## src/array_mem_pkg.sv

```systemverilog
`default_nettype none

package array_mem_pkg;

  // Target memory, taken from AXI address bits 16:15
  typedef enum logic [1:0] {
    SEL_CONTROLLER = 2'd0,
    SEL_MOD        = 2'd1,
    SEL_DUTY_TABLE = 2'd2
  } bram_select_e;

  typedef struct packed {
    logic        en;
    logic        we;
    logic [1:0]  select;
    logic [13:0] addr;
    logic [15:0] wdata;
  } mem_req_t;

  typedef struct packed {
    logic [5:0] cnt_sel;
    logic [7:0] offset;
  } ctl_addr_t;

  // Controller accesses use the page view, table accesses the flat index
  typedef union packed {
    ctl_addr_t   ctl;
    logic [13:0] flat;
  } mem_addr_u;

  localparam logic [5:0] CNT_SEL_MAIN = 6'd0;

  // Controller register offsets
  localparam logic [7:0] ADDR_CTL_FLAG       = 8'd0;
  localparam logic [7:0] ADDR_MOD_CONFIG     = 8'd1;
  localparam logic [7:0] ADDR_MOD_WR_SEGMENT = 8'd2;
  localparam logic [7:0] ADDR_MOD_RD_SEGMENT = 8'd3;

  localparam logic [1:0] RESP_OKAY   = 2'b00;
  localparam logic [1:0] RESP_SLVERR = 2'b10;

  typedef struct packed {
    logic        valid;
    logic        segment;
    logic [13:0] idx;
    logic [7:0]  intensity;
  } seq_out_t;

endpackage

`default_nettype wire

```

## src/axil_mem_bridge.sv

```systemverilog
`timescale 1ns/1ps
`default_nettype none

module axil_mem_bridge (
  input  logic                    bus_clk,
  input  logic                    rst_n,
  input  logic [16:0]             awaddr,
  input  logic                    awvalid,
  output logic                    awready,
  input  logic [31:0]             wdata,
  input  logic [3:0]              wstrb,
  input  logic                    wvalid,
  output logic                    wready,
  output logic [1:0]              bresp,
  output logic                    bvalid,
  input  logic                    bready,
  input  logic [16:0]             araddr,
  input  logic                    arvalid,
  output logic                    arready,
  output logic [31:0]             rdata,
  output logic [1:0]              rresp,
  output logic                    rvalid,
  input  logic                    rready,
  output array_mem_pkg::mem_req_t req,
  input  logic [15:0]             mem_rdata
);

  logic [1:0]                wr_sel;
  logic [1:0]                rd_sel;
  array_mem_pkg::mem_addr_u  wr_word;
  array_mem_pkg::mem_addr_u  rd_word;
  logic                      wr_err;
  logic                      rd_err;
  logic                      wr_accept;
  logic                      rd_accept;
  logic                      rd_pend;
  logic                      rd_pend_err;

  // Controller page is read/write, both tables are write only
  function automatic logic decode_err(input logic [1:0] sel,
                                      input array_mem_pkg::mem_addr_u word,
                                      input logic is_read);
    logic ctl_ok;
    ctl_ok = (sel == array_mem_pkg::SEL_CONTROLLER) &&
             (word.ctl.cnt_sel == array_mem_pkg::CNT_SEL_MAIN);
    if (is_read) begin
      return !ctl_ok;
    end
    return !(ctl_ok || (sel == array_mem_pkg::SEL_MOD) ||
             (sel == array_mem_pkg::SEL_DUTY_TABLE));
  endfunction

  // Byte address to 16-bit word address
  assign wr_sel  = awaddr[16:15];
  assign wr_word = awaddr[14:1];
  assign rd_sel  = araddr[16:15];
  assign rd_word = araddr[14:1];

  assign wr_err = decode_err(wr_sel, wr_word, 1'b0);
  assign rd_err = decode_err(rd_sel, rd_word, 1'b1);

  // Write wins over a read in the same cycle
  assign wr_accept = awvalid && wvalid && !bvalid;
  assign rd_accept = arvalid && !rd_pend && !rvalid && !wr_accept;

  assign awready = wr_accept;
  assign wready  = wr_accept;
  assign arready = rd_accept;

  // Request is issued in the accepting cycle, suppressed on decode errors
  always_comb begin
    req = '0;
    if (wr_accept) begin
      req.en     = !wr_err && (wstrb[1:0] != 2'b00);
      req.we     = 1'b1;
      req.select = wr_sel;
      req.addr   = wr_word.flat;
      req.wdata  = wdata[15:0];
    end else if (rd_accept) begin
      req.en     = !rd_err;
      req.select = rd_sel;
      req.addr   = rd_word.flat;
    end
  end

  always_ff @(posedge bus_clk or negedge rst_n) begin
    if (!rst_n) begin
      bvalid  <= 1'b0;
      rd_pend <= 1'b0;
      rvalid  <= 1'b0;
    end else begin
      if (wr_accept) begin
        bvalid <= 1'b1;
      end else if (bready) begin
        bvalid <= 1'b0;
      end
      // First stage waits for the RAM, second captures its output
      rd_pend <= rd_accept;
      if (rd_pend) begin
        rvalid <= 1'b1;
      end else if (rready) begin
        rvalid <= 1'b0;
      end
    end
  end

  always_ff @(posedge bus_clk) begin
    if (wr_accept) begin
      bresp <= wr_err ? array_mem_pkg::RESP_SLVERR : array_mem_pkg::RESP_OKAY;
    end
    if (rd_accept) begin
      rd_pend_err <= rd_err;
    end
    if (rd_pend) begin
      rresp <= rd_pend_err ? array_mem_pkg::RESP_SLVERR : array_mem_pkg::RESP_OKAY;
      rdata <= rd_pend_err ? 32'h0 : {16'h0000, mem_rdata};
    end
  end

endmodule

`default_nettype wire

```

## config.mk

```make
export PLATFORM = sky130hd
export DESIGN_NAME = axil_mem_bridge
export DESIGN_NICKNAME = d
export VERILOG_FILES = /design/src/array_mem_pkg.sv /design/src/axil_mem_bridge.sv
export SDC_FILE = /design/constraint.sdc
export NUM_CORES = 1
export LEC_CHECK = 0
export ABC_CLOCK_PERIOD_IN_PS = 3100
export CAP_MARGIN = 20
export CORE_AREA = 2 2 65 67
export CTS_BUF_LIST = sky130_fd_sc_hd__clkbuf_2 sky130_fd_sc_hd__clkbuf_4 sky130_fd_sc_hd__clkbuf_8
export CTS_CLUSTER_SIZE = 8
export DETAILED_ROUTE_END_ITERATION = 7
export DIE_AREA = 0 0 67 69
export DONT_BUFFER_PORTS = 1
export MAX_ROUTING_LAYER = met4
export PLACE_DENSITY = 0.56
export SLEW_MARGIN = 0
export SYNTH_ARGS = -nofsm -noshare
export SYNTH_HDL_FRONTEND = slang
export SYNTH_SLANG_ARGS = --single-unit
export TNS_END_PERCENT = 10
```

## constraint.sdc

```tcl
create_clock -name bus_clk -period 3.1 [get_ports bus_clk]
set_clock_uncertainty 0.2 [all_clocks]
set_input_delay 0.62 -clock bus_clk [delete_from_list [all_inputs] [get_ports bus_clk]]
set_output_delay 0.62 -clock bus_clk [all_outputs]
set_load 0.01 [all_outputs]
```

Word level (Yosys, flattened, before mapping)
Index checks and enable logic that the tools add are counted.

Register bits: 40. Input port bits: 93. Output and inout port bits: 75. Logic and storage cells: 44.

Equality and inequality tests: 2. Multiplexer cells: 12. Reductions and logical operators: 22.

Operators by type and width (count): 16-bit two-way mux (3); 6-bit zero test (2); 1-bit logical AND (8); 1-bit two-way mux (7); 2-bit nonzero test (3); 1-bit zero test (5); 2-bit zero test (2); 2-bit two-way mux (2); 2-bit by 1-bit == test with 1-bit output (second input constant) (1); 2-bit == test (second input constant) (1); 1-bit logical OR (2).

Depth between registers and ports, before layout
Word-level depth: 6. Depth in mapped cells: 6. Depth with buffers taken out: 4.

Worst setup path after synthesis
No wires, ideal clock.

Path type: input port to output port. Start: in wvalid. End: out req[22] in the netlist's numbering. Data arrival time: 1.806 ns. Data required time: 2.280 ns. Path slack: 0.474 ns. Stages: 6. Path through: and3b_1 -> buf_6 -> or4b_4 -> clkinv_2 -> buf_12 -> a22o_1.

RTL lines: start, declared (RTL line axil_mem_bridge.sv:12) `input logic wvalid,`; end, declared (RTL line axil_mem_bridge.sv:24) `output array_mem_pkg::mem_req_t req,`.

==> impl_results.md <==
* Largest net degree at the start of global routing at 20
* Crit path max fanout at 18
* Fin nets at 210
* Initial DRC Count at 49
* Worst-Margin Slew at around 0.55 ns
* VDD IR max at between 0.1 and 0.15 mV
* Status: complete, no violations
* Clk pin slew, worst setup/hold paths at ~0.07 ns
* Cts bufs inserted at 3
* H-tree depth at 1
* Root Driver: clkbuf_8
* #FFs+latches synth at 22
* Synth Instances at 113
* N_diodes at 0
* Max Clk Rate at between 300 and 400 MHz
* Vias post-DR at 830
* Synth top area share at 0.443
* DRT met1 WL at ~1200 um
* Die area at around 4600 sq um
* DRC viols at 0
* Core area at approximately 3900 sq um
* DR WL/cell at a little over 20 um
* Max-Cap Viols at 0
* Power Density at 523 nW/um^2
* Met3 routed WL at 215 um
* Netlist cell types at 22
* Gr usage total at 0.144
* Storage cell area at ~650 sq um
* Site Rows at 23
* Min Hold Slack at approximately 0.32 ns
* Wirelength, routed at around 3400 um
* Post-DP HPWL at roughly 2900 um
* Hold Startpoint: rready
* Multi-input logic area at between 400 and 500 sq um
* Slew Viols, Final at 0
* CP Data Required Time at 2.28 ns
* Yosys warnings at 0
* Total chip power at 695 uW
* R2r setup slk at roughly 1.1 ns
* WHS Endpoint: rvalid$_DFFE_PN0P_
* Final hold violations at 0
* Worst hold path depth at 2
* Port Buf Inserts at 0
* First-pass GRT wire length at 4770 um
* GRT Residual Overflow at 0
* Clock sinks at 22
* Cts repair resizes at 0
* Final min period at around 2.7 ns
* Final weighted congestion in routability-driven placement at about 0.80
* CP arrival at about 1.9 ns
* Worst setup SP type: register
* Vert. Die Dim at 69 um
* Antenna viol nets, final at 0
* Initial Util at 0.329
* Util after Layout at 0.340
* Worst-skew pair later-pin latency at between 0.2 and 0.3 ns
* Pleak at around 0.53 nW
* Max Root-Sink Buffers at 2
* Top post-synthesis cells by area: edfxtp_1, buf_4, a22o_1
* Fillcell total at about 410
* Final Setup Violations at 0
* Critical Path End Type: primary output
* R2R Path Start: bvalid$_DFFE_PN0P_
* Top routing layer used: met4
* Unrepaired setup endpoints after global routing: no
* Antenna violations before repair at 0
* Vias in the first global route at around 850
* R2R cell count at 4
* CTS tree: yes
* Metal2 WL at slightly below 2000 um
* Rel. slew slack at 0.635
* I/O Pins at about 170
* Chip width at roughly 67 um
* Post-synthesis sequential area ratio at 0.501
* Vias per Instance at 5.00
* Worst min-delay path class: in2reg
* Netlist Area Pre-Place at 1290 sq um
* Most area-hungry cell type in the Yosys netlist: edfxtp_1
* Final period utilization at 0.880
* Setup TNS Final at 0 ns
* Reg2Reg Capture Point: rd_pend_err$_DFFE_PN_
* Avg Synthesized Cell Area at 11.4 sq um
* Area added between synthesis and finish at 3.20%
* Share of cells above drive strength 1 at 0.112
* Initial DRT Pass Iterations at 4
* CP Class: reg2out
## worst max path at each step
stage,startpoint,end
floorplan,wvalid,req[22]
global placement,wvalid,req[27]
detailed placement,wvalid,req[26]
CTS,bvalid$_DFFE_PN0P_,req[26]
global route,bvalid$_DFFE_PN0P_,req[26]
finish,bvalid$_DFFE_PN0P_,req[27]
## layout by cell type, fill, tap and decap left out, types with 2 or more instances in the layout
| cell type | instances |
|---|---|
| edfxtp_1 | 19 |
| conb_1 | 18 |
| a22o_1 | 16 |
| and2_1 | 16 |
| nor2b_1 | 16 |
| buf_4 | 7 |
| nor4_1 | 3 |
| dfrtp_1 | 3 |
| clkbuf_8 | 3 |
| inv_1 | 2 |
| a21o_1 | 2 |
## metrics by stage
step	worst slack, ns	instances	area, sq um
5_1_grt	0.293	166	1330
2_1_floorplan	0.474	130	1350
3_5_place_dp	0.479	161	1270
4_1_cts	0.354	166	1330
3_3_place_gp	0.501	161	1270
6_report	0.371	166	1330
## registers in the layout (all words and copies together), names as in the netlist
register / cells
bvalid: 1
rd_pend_err: 1
rd_pend: 1
bresp: 1
rdata: 16
rresp: 1
rvalid: 1
## cells in the mapped netlist
| cell type | number |
|---|---|
| buf_6 | 1 |
| a21o_1 | 2 |
| buf_4 | 20 |
| dfrtp_1 | 3 |
| and3b_1 | 1 |
| or4b_4 | 1 |
| o22ai_1 | 1 |
| and2_1 | 16 |
| nor4_1 | 3 |
| o21ai_0 | 1 |
| xor2_1 | 1 |
| inv_1 | 2 |
| a22o_1 | 16 |
| buf_12 | 1 |
| nor2b_1 | 16 |
| a21oi_1 | 1 |
| nor3_1 | 1 |
| conb_1 | 1 |
| nand2_1 | 1 |
| clkbuf_1 | 4 |
| clkinv_2 | 1 |
| edfxtp_1 | 19 |
## power breakdown
group	leakage, nW	switching (mW)	internal, mW
logic	0.286	0.0858	0.0455
registers	0.215	0.0256	0.354
clock network	0.0262	0.0845	0.100
## worst max-delay path, stage by stage, from the launching register on
cell and delay (ns):
dfrtp_1 0.43, and3b_1 0.24, or4b_4 0.50, clkinv_2 0.19, a22o_1 0.29
## kinds of logic after synthesis
kind of cell,synth area share
compound gates,0.133
xor+xnor,0.00680
buf+inv,0.162
flops,0.501
other cells,0.00291
simple gates,0.194
## final cells by class
cell class / count / area share
timing repair buffer: 8 / 0.0470
multi-input combinational: 79 / 0.374
inverter: 3 / 0.00941
clock buffer: 4 / 0.0367
sequential: 22 / 0.485
tap: 50 / 0.0470
## timing repair
item | 4_1_cts | 5_1_grt
endpoints found under the setup margin | 0 | 0
hold endpoints to repair | 3 | 0
hold buffers | 1 | 0
buffers inserted | 0 | 0
## routing by layer
metal / vias up / global-route usage
met5: - / -
met1: 395 / 0.164
met4: 0 / 0.0476
li1: 366 / -
met2: 67 / 0.257
met3: 2 / 0.0147
(Power assumes the default switching activity.)
