==> src/array_mem_pkg.sv <==
`default_nettype none

package array_mem_pkg;

  // Target memory, taken from AXI address bits 16:15
  typedef enum logic [1:0] {
    SEL_CONTROLLER = 2'd0,
    SEL_MOD        = 2'd1,
    SEL_DUTY_TABLE = 2'd2
  } bram_select_e;

  typedef struct packed {
    logic        en;
    logic        we;
    logic [1:0]  select;
    logic [13:0] addr;
    logic [15:0] wdata;
  } mem_req_t;

  typedef struct packed {
    logic [5:0] cnt_sel;
    logic [7:0] offset;
  } ctl_addr_t;

  // Controller accesses use the page view, table accesses the flat index
  typedef union packed {
    ctl_addr_t   ctl;
    logic [13:0] flat;
  } mem_addr_u;

  localparam logic [5:0] CNT_SEL_MAIN = 6'd0;

  // Controller register offsets
  localparam logic [7:0] ADDR_CTL_FLAG       = 8'd0;
  localparam logic [7:0] ADDR_MOD_CONFIG     = 8'd1;
  localparam logic [7:0] ADDR_MOD_WR_SEGMENT = 8'd2;
  localparam logic [7:0] ADDR_MOD_RD_SEGMENT = 8'd3;

  localparam logic [1:0] RESP_OKAY   = 2'b00;
  localparam logic [1:0] RESP_SLVERR = 2'b10;

  typedef struct packed {
    logic        valid;
    logic        segment;
    logic [13:0] idx;
    logic [7:0]  intensity;
  } seq_out_t;

endpackage

`default_nettype wire

==> src/modulation_sequencer.sv <==
`timescale 1ns/1ps
`default_nettype none

module modulation_sequencer #(
  parameter int MOD_DEPTH = 1024
) (
  input  logic                    bus_clk,
  input  logic                    rst_n,
  output logic [7:0]              ctl_raddr,
  input  logic [15:0]             ctl_rdata,
  output logic [13:0]             mod_idx,
  output logic                    mod_seg,
  input  logic [7:0]              mod_value,
  output logic [7:0]              duty_idx,
  input  logic [7:0]              duty_value,
  output array_mem_pkg::seq_out_t seq_out
);

  localparam logic [13:0] IDX_MAX = 14'(MOD_DEPTH - 1);

  logic [1:0]  slot;
  logic [1:0]  slot_q;
  logic        run;
  logic [13:0] cycle_last;
  logic        pending_seg;
  logic        active;
  logic [13:0] idx;
  logic        seg;
  logic        wrap;
  logic        s1_valid;
  logic [13:0] s1_idx;
  logic        s1_seg;
  logic        s2_valid;
  logic [13:0] s2_idx;
  logic        s2_seg;

  // Three-slot rotation over the controller words
  always_comb begin
    case (slot)
      2'd0:    ctl_raddr = array_mem_pkg::ADDR_CTL_FLAG;
      2'd1:    ctl_raddr = array_mem_pkg::ADDR_MOD_CONFIG;
      default: ctl_raddr = array_mem_pkg::ADDR_MOD_RD_SEGMENT;
    endcase
  end

  // Config may shrink under a running index
  assign wrap = (idx >= cycle_last) || (idx == IDX_MAX);

  always_ff @(posedge bus_clk or negedge rst_n) begin
    if (!rst_n) begin
      slot        <= 2'd0;
      slot_q      <= 2'd0;
      run         <= 1'b0;
      cycle_last  <= '0;
      pending_seg <= 1'b0;
    end else begin
      slot   <= (slot == 2'd2) ? 2'd0 : slot + 2'd1;
      slot_q <= slot;
      case (slot_q)
        2'd0:    run <= ctl_rdata[0];
        2'd1:    cycle_last <= ctl_rdata[13:0];
        default: pending_seg <= ctl_rdata[0];
      endcase
    end
  end

  always_ff @(posedge bus_clk or negedge rst_n) begin
    if (!rst_n) begin
      active   <= 1'b0;
      idx      <= '0;
      seg      <= 1'b0;
      s1_valid <= 1'b0;
      s1_idx   <= '0;
      s1_seg   <= 1'b0;
      s2_valid <= 1'b0;
      s2_idx   <= '0;
      s2_seg   <= 1'b0;
    end else begin
      if (!run) begin
        active <= 1'b0;
        idx    <= '0;
      end else if (!active) begin
        active <= 1'b1;
        idx    <= '0;
        seg    <= pending_seg;
      end else if (wrap) begin
        // Played segment only changes here
        idx <= '0;
        seg <= pending_seg;
      end else begin
        idx <= idx + 14'd1;
      end
      // Stage 1 lines up with mod_value, stage 2 with duty_value
      s1_valid <= active;
      s1_idx   <= idx;
      s1_seg   <= seg;
      s2_valid <= s1_valid;
      s2_idx   <= s1_idx;
      s2_seg   <= s1_seg;
    end
  end

  assign mod_idx  = idx;
  assign mod_seg  = seg;
  assign duty_idx = mod_value;

  always_comb begin
    seq_out.valid     = s2_valid;
    seq_out.segment   = s2_seg;
    seq_out.idx       = s2_idx;
    seq_out.intensity = duty_value;
  end

endmodule

`default_nettype wire

==> config.mk <==
export PLATFORM = sky130hd
export DESIGN_NAME = modulation_sequencer
export DESIGN_NICKNAME = d
export VERILOG_FILES = /design/src/array_mem_pkg.sv /design/src/modulation_sequencer.sv
export SDC_FILE = /design/constraint.sdc
export NUM_CORES = 1
export LEC_CHECK = 0
export ABC_AREA = 1
export BUFFER_PORTS_ARGS = -buffer_cell sky130_fd_sc_hd__buf_2
export CORE_ASPECT_RATIO = 1.5
export CORE_MARGIN = 2
export CORE_UTILIZATION = 51
export CTS_CLUSTER_DIAMETER = 100
export DETAILED_ROUTE_END_ITERATION = 10
export PLACE_DENSITY = 0.8
export SLEW_MARGIN = 20
export SYNTH_ARGS = -nofsm -noshare
export SYNTH_HDL_FRONTEND = slang
export SYNTH_SLANG_ARGS = --single-unit
==> constraint.sdc <==
create_clock -name bus_clk -period 1.91 [get_ports bus_clk]
set_clock_uncertainty 0.1 [all_clocks]
set_input_delay 0.191 -clock bus_clk [delete_from_list [all_inputs] [get_ports bus_clk]]
set_output_delay 0.191 -clock bus_clk [all_outputs]
set_load 0.005 [all_outputs]
======== Yosys cells after proc, flatten, opt, wreduce, memory -nomap -nowiden ========
Cells that the tools add are included.
cells by class
  reduce and logical (&&, ||, !) cells .... 5
  magnitude comparators ................... 1
  muxes and demuxes ....................... 8
  equal/unequal tests ..................... 5
  $add $sub $neg .......................... 2
operators with widths
  operator                                          count
  two-way mux 14 bit                                3
  adder 14 x 1 -> 14 bit (second input constant)    1
  == test 14 x 10 -> 1 bit (second input constant)  1
  greater-or-equal comparator 14 bit                1
  == test 2 x 1 -> 1 bit (second input constant)    2
  logical NOT 2 bit                                 2
  case mux 2 bit (2 select lines)                   1
  two-way mux 1 bit                                 3
  adder 2 x 1 -> 2 bit (second input constant)      1
  == test 2 bit (second input constant)             1
  two-way mux 2 bit                                 1
  != test 2 x 1 -> 1 bit (second input constant)    1
  AND reduction 2 bit                               1
  OR reduction 2 bit                                1
  logical OR 1 bit                                  1
storage, ports and cells
  register bits ........................... 68
  word-level logic and storage cells ...... 35
  bits of input ports ..................... 34
  output and inout bits ................... 55

======== Logic depth before layout (Yosys ltp) ========
  depth in word-level cells ............... 5
  gate-level depth with buffers ........... 12
  depth with buffers taken out ............ 12

======== Worst setup path before layout ========
No wires, ideal clock.
  kind .................................... register to register
  start point ............................. register idx[11] (netlist: mod_idx[11])
  end point ............................... register idx[7] (netlist: mod_idx[7])
  path buffers ............................ 1
  clock period less this slack ............ 1.690 ns
  data required time ...................... 1.741 ns
  arrival time ............................ 1.521 ns
  cell stages (with the launch flop) ...... 9
  setup time .............................. 0.069 ns
  setup slack ............................. 0.220 ns
  cells stage by stage .................... dfrtp_1 ha_1 a21oi_1 nor2_1 nor2_1 nand3_1 nand3b_4 buf_12 nor2_2
between the ends
  word-level cells in the longest chain between the ends .. 5
  elaborated cells between the ends (all ways) .. 6
  those cells by class .................... order compare: 1; eq/ne: 1; mux: 3; reduce/logical: 1
ends and longest elaborated chain
  element                                                                         line                        source
  start, declared                                                                 modulation_sequencer.sv:27  logic [13:0] idx;
  start signal, assigned                                                          modulation_sequencer.sv:91  idx <= idx + 14'd1;
  greater-or-equal comparator 14 bit or == test 14 x 10 -> 1 bit (tied branches)  modulation_sequencer.sv:47  assign wrap = (idx >= cycle_last) || (idx == IDX_MAX);
  logical OR 1 bit (*)                                                            modulation_sequencer.sv:47
  two-way mux 14 bit (*)                                                          modulation_sequencer.sv:86  end else if (wrap) begin
  two-way mux 14 bit (*)                                                          modulation_sequencer.sv:82  end else if (!active) begin
  two-way mux 14 bit (*)                                                          modulation_sequencer.sv:79  if (!run) begin
Every way passes the cells marked *; elsewhere a longest branch is shown, timed or not.
A chain may end at the register's enable or synchronous reset.

======== Worst setup path after layout ========
  start point ............................. register idx[13] (netlist: mod_idx[13])
  end point ............................... register seg (netlist: mod_seg)
between the ends
  word-level cells in the longest chain between the ends .. 4
  elaborated cells between the ends (all ways) .. 5
  those cells by class .................... order compare: 1; eq/ne: 2; reduce/logical: 2
ends and longest elaborated chain
  element                                                                         line                        source
  greater-or-equal comparator 14 bit or == test 14 x 10 -> 1 bit (tied branches)  modulation_sequencer.sv:47
  logical OR 1 bit (*)                                                            modulation_sequencer.sv:47
  != test 2 x 1 -> 1 bit (no line) (*)                                            n/a
  AND reduction 2 bit (no line) (*)                                               n/a
  end signal, assigned                                                            modulation_sequencer.sv:85  seg <= pending_seg;
  end signal, assigned                                                            modulation_sequencer.sv:89  seg <= pending_seg;
  end, declared                                                                   modulation_sequencer.sv:28  logic seg;
Marks and branches as above.

==> flow_metrics.tcl <==
set metrics [dict create \
    slew_violations 0 \
    setup_violations 0 \
    timing.rr.start "mod_idx[13]$_DFF_PN0_" \
    dp_cells 384 \
    die_area_sq_um 6282 \
    place_congestion 0.7766 \
    area_delta_synth_final_pct 20.57 \
    required_ps 2040 \
    p_leak_nw 1.894 \
    rr_worst_depth 10 \
    worstPathArrival_ps 1930 \
    start_util_pct 52.89 \
    syn_area_per_cell_sq_um 10.52 \
    rows 33 \
    synthCells 274 \
    cp_max_fo 3 \
    end_kind "register" \
    fp.dieH_um 96.08 \
    clkSinkCount 68 \
    grt_overflow 0 \
    rrSetupSlack_ps 110 \
    r2r_end "mod_seg$_DFFE_PN0P_" \
    synth_cell_types 21 \
    dp_slack_ps 29.94 \
    slowest_stage "dfrtp_1" \
    final_cells 410 \
    drc 0 \
    final_util_pct 63.77 \
    p_total_mw 2.764 \
    die_x_um 65.39 \
    drive_gt1_share_pct 29.71 \
    clk_pin_slew_worst_paths_ps 80 \
    synth-warning-count 0 \
    first_global_vias 1837 \
    coreArea_sq_um 5450 \
    antenna_cells 0 \
    finalWorstSetupSlack_ps 109.6 \
    antenna_found_initial 0 \
    fin_tns_setup_ps 0 \
    period_minus_slack_ps 1800 \
    max_stage_delay_ps 440 \
    ir_worst_vdd_uv 616.6 \
    post-route-cell-area_sq_um 3476 \
    grt_pass1_wl_mm 8.059 \
    fill_cells 444 \
    cts_root_buffer "clkbuf_8" \
    cts_buffers 9 \
    max_cap_viol_count 0 \
    cts_tree "built" \
    whs_ps 5.066 \
    crit_path_frequent_cell "nand2_1" \
    p_per_area_nw_per_um2 795.1 \
    grt_max_degree 69 \
    cts_max_path_buffers 2 \
    ys_seq_area_share_pct 59.03 \
    synthTopCellsByArea "dfrtp_1 59%, ha_1 6.5%, buf_4 6.3%" \
    hold_path_class "in2reg" \
    hold_end "cycle_last[11]$_DFFE_PN0P_" \
    hold_violations 0 \
    drtIter0Drc 82 \
    ant_nets 0 \
    via_per_inst 4.756 \
    fmax_mhz 555.4 \
    hp-start "ctl_rdata[11]" \
    vias 1950 \
    grtUsageTotal_pct 17.44 \
    status "finished, final reports clean" \
    cts.htree.levels 3 \
    crit_chain "ha_4 -> nand2_1 -> nor2_2 -> nand2_1 -> nor2_2 -> nand2_2 -> nand4_1 -> nand2_1 -> nand2_1 -> nand2_1" \
    dp_hpwl_mm 3.456 \
    startpoint_type "register" \
    dr.pass1.iters 4 \
    yosysTopAreaCell "dfrtp_1" \
    place_area_sq_um 3143 \
    clock_latency_ps 340 \
    pin_count 89 \
    wl_mm 5.040 \
    io_buffers 48 \
    syn_area_sq_um 2883 \
    critPathKind "reg2reg" \
    setup.worst_path.start "mod_idx[13]$_DFF_PN0_" \
    fin_crit_sh_pct 94.26 \
    synth_top_area_share_pct 59.03 \
    fin_nets 385 \
    synth-seq-cells 68 \
    avgRoutedWirePerCell_um 12.29 \
    holdPathStages 3 \
]
==> routing by layer <==
| metal | GRT usage [%] | vias up | part of all wire [%] | wire, um |
|---|---|---|---|---|
| li1 | - | 948 | - | - |
| met1 | 19.35 | 921 | 40 | 2027 |
| met2 | 28.32 | 60 | 50 | 2526 |
| met3 | 5.614 | 21 | 6.3 | 320 |
| met4 | 11.98 | 0 | 3.3 | 166 |
| met5 | 0 | - | 0 | 0 |
==> worst max path at each step <==
stage | to | slack [ps] | cells past startpoint
final | mod_seg$_DFFE_PN0P_ | 110 | 10
after global routing | mod_seg$_DFFE_PN0P_ | -20 | 10
after CTS | mod_idx[1]$_DFF_PN0_ | 1 | 9
after detailed placement | mod_idx[13]$_DFF_PN0_ | 30 | 9
after global placement | mod_idx[2]$_DFF_PN0_ | 80 | 9
after floorplan | mod_idx[7]$_DFF_PN0_ | 220 | 8
==> sequential cells by signal, summed over array words and instances, names as in the netlist <==
register,count
slot_q,2
s1_valid,1
s1_idx,14
mod_idx,14
active,1
s2_valid,1
pending_seg,1
cycle_last,14
s2_seg,1
s2_idx,14
mod_seg,1
s1_seg,1
slot,2
run,1
==> power breakdown <==
group / switching, mW / internal [mW]
combinational: 0.0820 / 0.0610
clock: 0.536 / 0.594
sequential: 0.0170 / 1.47
==> cell usage after synthesis <==
master / instances
clkbuf_1: 3
dfrtp_1: 68
xnor2_1: 5
xor2_1: 7
a21oi_1: 17
nor3_4: 1
conb_1: 1
nor3_1: 2
nand3b_4: 1
nand3_1: 9
buf_12: 1
o21ai_0: 2
nand2_2: 2
nand2_1: 36
buf_4: 24
ha_1: 15
nor2_1: 35
nand4_1: 3
inv_1: 31
nand3_2: 1
nor2_2: 10
==> kinds of logic after synthesis <==
| logic type | Yosys count | synth area share (%) |
|---|---|---|
| xor gates and xnor gates | 12 | 3.646 |
| DFF | 68 | 59.03 |
| AOI/OAI and AO/OA | 19 | 3.299 |
| and+or+nand+nor | 100 | 16.02 |
| buffers and inverters | 59 | 11.37 |
| other | 1 | 0.1301 |
| adders and majority gates | 15 | 6.510 |
==> what timing repair did <==
item                                   in CTS  in global routing
endpoints found under the hold margin      76                  0
hold buffers                                9                  0
setup endpoints to repair                   0                 15
setup buffers                               0                  1
gates resized for setup                     0                  7
==> layout make-up <==
cell class                      instances  area, sq um  area share (%)
Sequential cell                        68         1702           48.96
Multi-Input combinational cell        153        917.1           26.39
Timing Repair Buffer                   73        462.9           13.32
Clock buffer                            9        123.9           3.564
Inverter                               31        116.4           3.348
Tap cell                               70        87.58           2.520
Clock inverter                          6        66.31           1.908
==> layout by cell type (no fill, tap or decap) <==
cell	count
nor2_2	14
nand3_1	9
nor3_4	1
inv_1	31
buf_2	48
nor2_1	31
bufinv_16	1
xnor2_1	5
clkinvlp_4	3
xor2_1	7
ha_1	14
nand4_1	3
ha_4	1
nand2_1	35
conb_1	6
clkbuf_8	9
clkinv_4	1
nand2_2	3
dfrtp_1	68
o21ai_0	2
nand3_2	1
buf_4	15
nor3_1	2
clkinv_2	1
nand3b_4	2
dlygate4sd3_1	9
a21oi_1	17
buf_12	1
==> worst max-delay path, delay by kind of cell, from the launching register on <==
kind                     cells  cell delay, ps
flip-flops                   1             440
adder cells (fa/ha/maj)      1             290
AND/OR/NAND/NOR              9             860
Power figures use the tool's default switching activity.
